--- config.mk ---
export PLATFORM = sky130hd
export DESIGN_NAME = dcache_ctrl
export DESIGN_NICKNAME = d
export VERILOG_FILES = /design/src/verilog/dcache_pkg.sv /design/src/verilog/dcache_ctrl.sv
export SDC_FILE = /design/constraint.sdc
export NUM_CORES = 1
export LEC_CHECK = 0
export BUFFER_PORTS_ARGS = -buffer_cell sky130_fd_sc_hd__buf_2
export CAP_MARGIN = 15
export CORE_AREA = 4 4 121 123
export DETAILED_ROUTE_END_ITERATION = 16
export DIE_AREA = 0 0 125 127
export GPL_ROUTABILITY_DRIVEN = 0
export PLACE_DENSITY = 0.63
export REMOVE_ABC_BUFFERS = 1
export SLEW_MARGIN = 40
export SYNTH_ARGS = -nofsm -noshare
export SYNTH_HDL_FRONTEND = slang
export SYNTH_SLANG_ARGS = --single-unit
--- constraint.sdc ---
create_clock -name clock -period 5.5 [get_ports clock]
set_input_delay 0.275 -clock clock [delete_from_list [all_inputs] [get_ports clock]]
set_output_delay 0.275 -clock clock [all_outputs]
set_load 0.1 [all_outputs]
--- src/verilog/dcache_pkg.sv ---
// cache geometry, address, line and port types, referenced by scoped name from every block
`default_nettype none

package dcache_pkg;

  // geometry, four ways fixed by the tree replacement
  localparam int NUM_SETS = 32;
  localparam int NUM_WAYS = 4;

  typedef logic [8:0]  tag_t;
  typedef logic [4:0]  set_idx_t;
  typedef logic [31:0] word_t;
  typedef logic [3:0]  way_onehot_t;

  // word offset must be zero for a legal access
  typedef struct packed {
    tag_t       tag;
    set_idx_t   set_index;
    logic [1:0] offset;
  } addr_t;

  typedef struct packed {
    logic  valid;
    logic  dirty;
    tag_t  tag;
    word_t data;
  } line_t;

  // single outstanding request toward the backing memory
  typedef struct packed {
    logic  valid;
    logic  write;
    addr_t addr;
    word_t data;
  } mem_req_t;

  typedef struct packed {
    logic  ready;
    word_t data;
  } mem_rsp_t;

  typedef enum logic [2:0] {IDLE, LOOKUP, WRITEBACK, FILL, DONE} ctrl_state_t;

endpackage

`default_nettype wire

--- src/verilog/dcache_ctrl.sv ---
// APB slave and miss FSM: lookup, dirty write-back, fill and completion of each transfer
`default_nettype none
`timescale 1ns/1ns

module dcache_ctrl (
  input  logic                 clock,
  input  logic                 reset,
  // APB slave
  input  logic                 psel,
  input  logic                 penable,
  input  logic                 pwrite,
  input  dcache_pkg::addr_t    paddr,
  input  dcache_pkg::word_t    pwdata,
  output dcache_pkg::word_t    prdata,
  output logic                 pready,
  output logic                 pslverr,
  // backing memory
  output dcache_pkg::mem_req_t mem_req,
  input  dcache_pkg::mem_rsp_t mem_rsp,
  // array side
  output dcache_pkg::addr_t    addr,
  output logic                 write_en,
  output logic                 fill,
  output dcache_pkg::word_t    write_data,
  output logic                 write_dirty,
  input  logic                 hit,
  input  dcache_pkg::word_t    read_data,
  input  dcache_pkg::line_t    victim,
  input  dcache_pkg::addr_t    victim_addr
);

  dcache_pkg::ctrl_state_t state;
  dcache_pkg::addr_t       look_addr;
  dcache_pkg::word_t       req_wdata;
  logic                    req_write;
  logic                    req_err;
  logic                    setup;

  assign setup = psel && !penable;

  // an unaligned request keeps the old lookup address so the cache sees no new access
  always_ff @(posedge clock) begin
    if (reset) begin
      state     <= dcache_pkg::IDLE;
      look_addr <= '0;
      req_write <= 1'b0;
      req_err   <= 1'b0;
    end else begin
      case (state)
        dcache_pkg::IDLE: begin
          if (setup) begin
            state     <= dcache_pkg::LOOKUP;
            req_write <= pwrite;
            req_err   <= |paddr.offset;
            if (paddr.offset == 2'b00) begin
              look_addr <= paddr;
            end
          end
        end
        dcache_pkg::LOOKUP: begin
          if (req_err || hit) begin
            state <= dcache_pkg::DONE;
          end else if (victim.valid && victim.dirty) begin
            state <= dcache_pkg::WRITEBACK;
          end else begin
            state <= dcache_pkg::FILL;
          end
        end
        dcache_pkg::WRITEBACK: begin
          if (mem_rsp.ready) begin
            state <= dcache_pkg::FILL;
          end
        end
        dcache_pkg::FILL: begin
          if (mem_rsp.ready) begin
            state <= dcache_pkg::DONE;
          end
        end
        default: begin
          state <= dcache_pkg::IDLE;
        end
      endcase
    end
  end

  always_ff @(posedge clock) begin
    if (state == dcache_pkg::IDLE && setup) begin
      req_wdata <= pwdata;
    end
  end

  // array requests
  assign addr        = look_addr;
  assign fill        = (state == dcache_pkg::FILL);
  assign write_en    = (fill && mem_rsp.ready) ||
                       (state == dcache_pkg::DONE && req_write && !req_err);
  assign write_data  = fill ? mem_rsp.data : req_wdata;
  // fills arrive clean, stores leave the line dirty
  assign write_dirty = (state == dcache_pkg::DONE);

  // held steady by the state until ready, since look_addr and the tree do not move
  always_comb begin
    mem_req.valid = (state == dcache_pkg::WRITEBACK) || fill;
    mem_req.write = (state == dcache_pkg::WRITEBACK);
    mem_req.addr  = mem_req.write ? victim_addr : look_addr;
    mem_req.data  = mem_req.write ? victim.data : '0;
  end

  assign pready  = (state == dcache_pkg::DONE);
  assign pslverr = pready && req_err;
  assign prdata  = (pready && !req_write && !req_err) ? read_data : '0;

endmodule

`default_nettype wire

==> flow_summary.toml <==
[outcome]
status = "complete, no violations"

[layout]
final_common_cell = "buf_2"
fin_nets = 735
drive_gt1_share_pct = 66.3
fin_cells = 738
area_growth_pct = 63.7
n_antenna_cell = 0
layout_common_cells = "303 x buf_2, 64 x and2_1, 48 x mux2_2, 32 x nand2b_1, 32 x edfxtp_1"

[pwr]
pwr-share-clk_pct = 29.2
combPwrFrac_pct = 34.5
switchingPower_w = 0.000482
internal_power_w = 0.000760
sw_frac_of_total_pct = 38.8
p_per_area_nw_per_um2 = 257
p_leak_nw = 2.53
p_seq_share_pct = 36.4
max-vdd-ir-drop_uv = 164

[clock_tree]
cts_tree = "done"
cts_resized = 0
clk_pin_slew_ns = 0.07
cts-root-buf = "clkbuf_16"
htree_levels = 2
cts_hold_buf = 0
cts_made_buffers = 5
clk_latency_ns = 0.30
cts.sinks = 53
cts_setup_buffers = 0
cts_max_path_buffers = 2

[worst_hold_path]
worstHoldStart = "pwdata[20]"
holdPathStages = 1
hold_end = "req_wdata[20]"
hold_class = "input port to flop"

[die]
die_x_microns = 125
initial_utilization_pct = 21.6
die_h_microns = 127
rows = 43
core_sq_um = 13700
die-area_sq_um = 15900
ios = 313

[worst_setup_path]
end_kind = "output pin"
reg2reg_setup_slack_ns = 3.70
crit_family = "simple AND/OR/NAND/NOR gates"
worstPathCellList = "nor2b_1 > nor2b_4 > buf_8 > mux2_2 > buf_2"
r2r_start = "state[0]"
critPathBufInv = 2
rr_endpoint = "addr[15]"
reg2reg_depth = 5
crit_arrival_ns = 2.39
cp_slowest_cell = "dfxtp_1"
worstPathMaxFanout = 33
slowest_delay_ns = 0.48
critPathRequiredTime_ns = 5.22
crit_type = "flop to output pin"
critPathLaunchType = "flop"

[timing]
finalCriticalPeriod_ns = 2.67
setup_viol = 0
setup_tns_ns = 0
rsz0062_at_grt = "no"
maxSlewViolCount = 0
fin_skew_ns = 0.00657
fmax_mhz = 375
hold_viol = 0
fin_crit_sh_pct = 48.5
slew_headroom_pct = 66.4
tightest_slew_ns = 0.508
setup_ws_ns = 2.83

[synth]
postSynthAreaPerCell_sq_um = 11.4
yosysTopAreaCell = "edfxtp_1"
synth_area_sq_um = 2960
synth_top_area_share_pct = 32.5
ys_seq_elements = 53
ys_warn_count = 0
synthTopCellsByArea = "edfxtp_1 32%, mux2_2 18%, dfxtp_1 14%"
yosysSeqAreaShare_pct = 46.7
synth_cells = 259
synth.distinct_cells = 30

[detailed_routing]
dr.first_iter.drc_count = 58
drt-wirelength-per-cell_microns = 14.2
ant_nets = 0
via_per_inst = 4.14
wirelength_microns = 10400
dr.pass1.iters = 4
num_vias = 3057
drc_errors = 0

[global_route]
first_global_vias = 3253
overflow = 0
grt_max_degree = 36
grt.total_usage_pct = 12.6
grt_pass1_wl_microns = 16100
antenna_found_initial = 0

[placement]
port_buffers = 303
dp_cells = 729
post-place-ws_ns = 2.98
dp_hpwl_microns = 8700

[run]
max_cap_violations = 0
## stage by stage
step | cell area, sq um | util, % | hold WS, ns | power, W
floorplan | 2860 | - | 0.348 | 0.000783
global placement | 4620 | 33.8 | 0.453 | 0.000885
detailed placement | 4660 | 34.1 | 0.453 | 0.000892
CTS | 4830 | 35.3 | 0.130 | 0.00127
global route | 4840 | 35.4 | 0.124 | 0.00131
finish | 4840 | 35.4 | 0.151 | 0.00124
## worst max path at each step
| stage | from | end | slack (ns) | depth (start not counted) |
|---|---|---|---|---|
| 3_5_place_dp | state[0] | prdata[2] | 2.98 | 4 |
| 3_3_place_gp | state[0] | prdata[22] | 2.73 | 4 |
| 6_report | state[1] | mem_req[42] | 2.83 | 5 |
| 4_1_cts | state[0] | prdata[2] | 2.65 | 4 |
| 2_1_floorplan | state[1] | mem_req[0] | -0.44 | 3 |
| 5_1_grt | state[0] | prdata[3] | 2.64 | 5 |
## logic make-up (layout without fill, tap and decap cells)
logic type | count (synthesis) | count (layout) | synth area share [%]
simple gates | 115 | 115 | 24.6
mux | 63 | 63 | 23.4
flops | 53 | 53 | 46.7
buf+inv | 22 | 321 | 3.81
compound gates | 6 | 6 | 1.56
## power groups by stage
stage / Combinational [W] / Clock [W] / Sequential [W]
floorplan: 0.000309 / 0 / 0.000474
global placement: 0.000425 / 0 / 0.000460
detailed placement: 0.000431 / 0 / 0.000461
CTS: 0.000432 / 0.000383 / 0.000452
global route: 0.000449 / 0.000404 / 0.000454
finish: 0.000428 / 0.000362 / 0.000452
## cell type report
type | instances | area [sq um]
Tap cell | 180 | 225
Multi-Input combinational cell | 184 | 1480
Clock inverter | 3 | 43.8
Sequential cell | 53 | 1380
Clock buffer | 5 | 125
Inverter | 4 | 15.0
Timing Repair Buffer | 309 | 1570
Fill cell | 1398 | 8820
## worst reg2reg max path, cell delays in order, from the launching register on
cell and delay, ns:
dfxtp_1 0.42, or4_4 0.53, nor3_4 0.14, buf_4 0.22, buf_4 0.23, mux2i_1 0.20
## sequential cells by signal, summed over array words and instances, names as in the netlist
| signal | cells |
|---|---|
| addr | 16 |
| req_err | 1 |
| req_wdata | 32 |
| req_write | 1 |
| state | 3 |
## per-layer routing
metal  part of all wire, %  GRT usage [%]
met3                   9.5           4.52
met2                    52           23.0
met5                     0              0
met1                    38           14.1
met4                   1.2           3.06
## synth_stat cells
cell	n
a2111o_1	1
a211oi_1	1
a21oi_1	1
a22oi_1	1
a32o_1	1
and2_1	64
and3_1	1
buf_2	6
buf_4	1
buf_6	1
buf_8	1
clkbuf_1	9
dfxtp_1	21
edfxtp_1	32
inv_1	4
mux2_2	48
mux2i_1	15
nand2_1	2
nand2b_1	32
nand3_1	2
nor2_1	3
nor2b_1	2
nor3_1	2
nor3_2	1
nor3_4	1
nor3b_1	2
o21ai_0	1
or3b_2	1
or4_1	1
or4_4	1
Note: power is estimated with default switching activity, not from simulation.
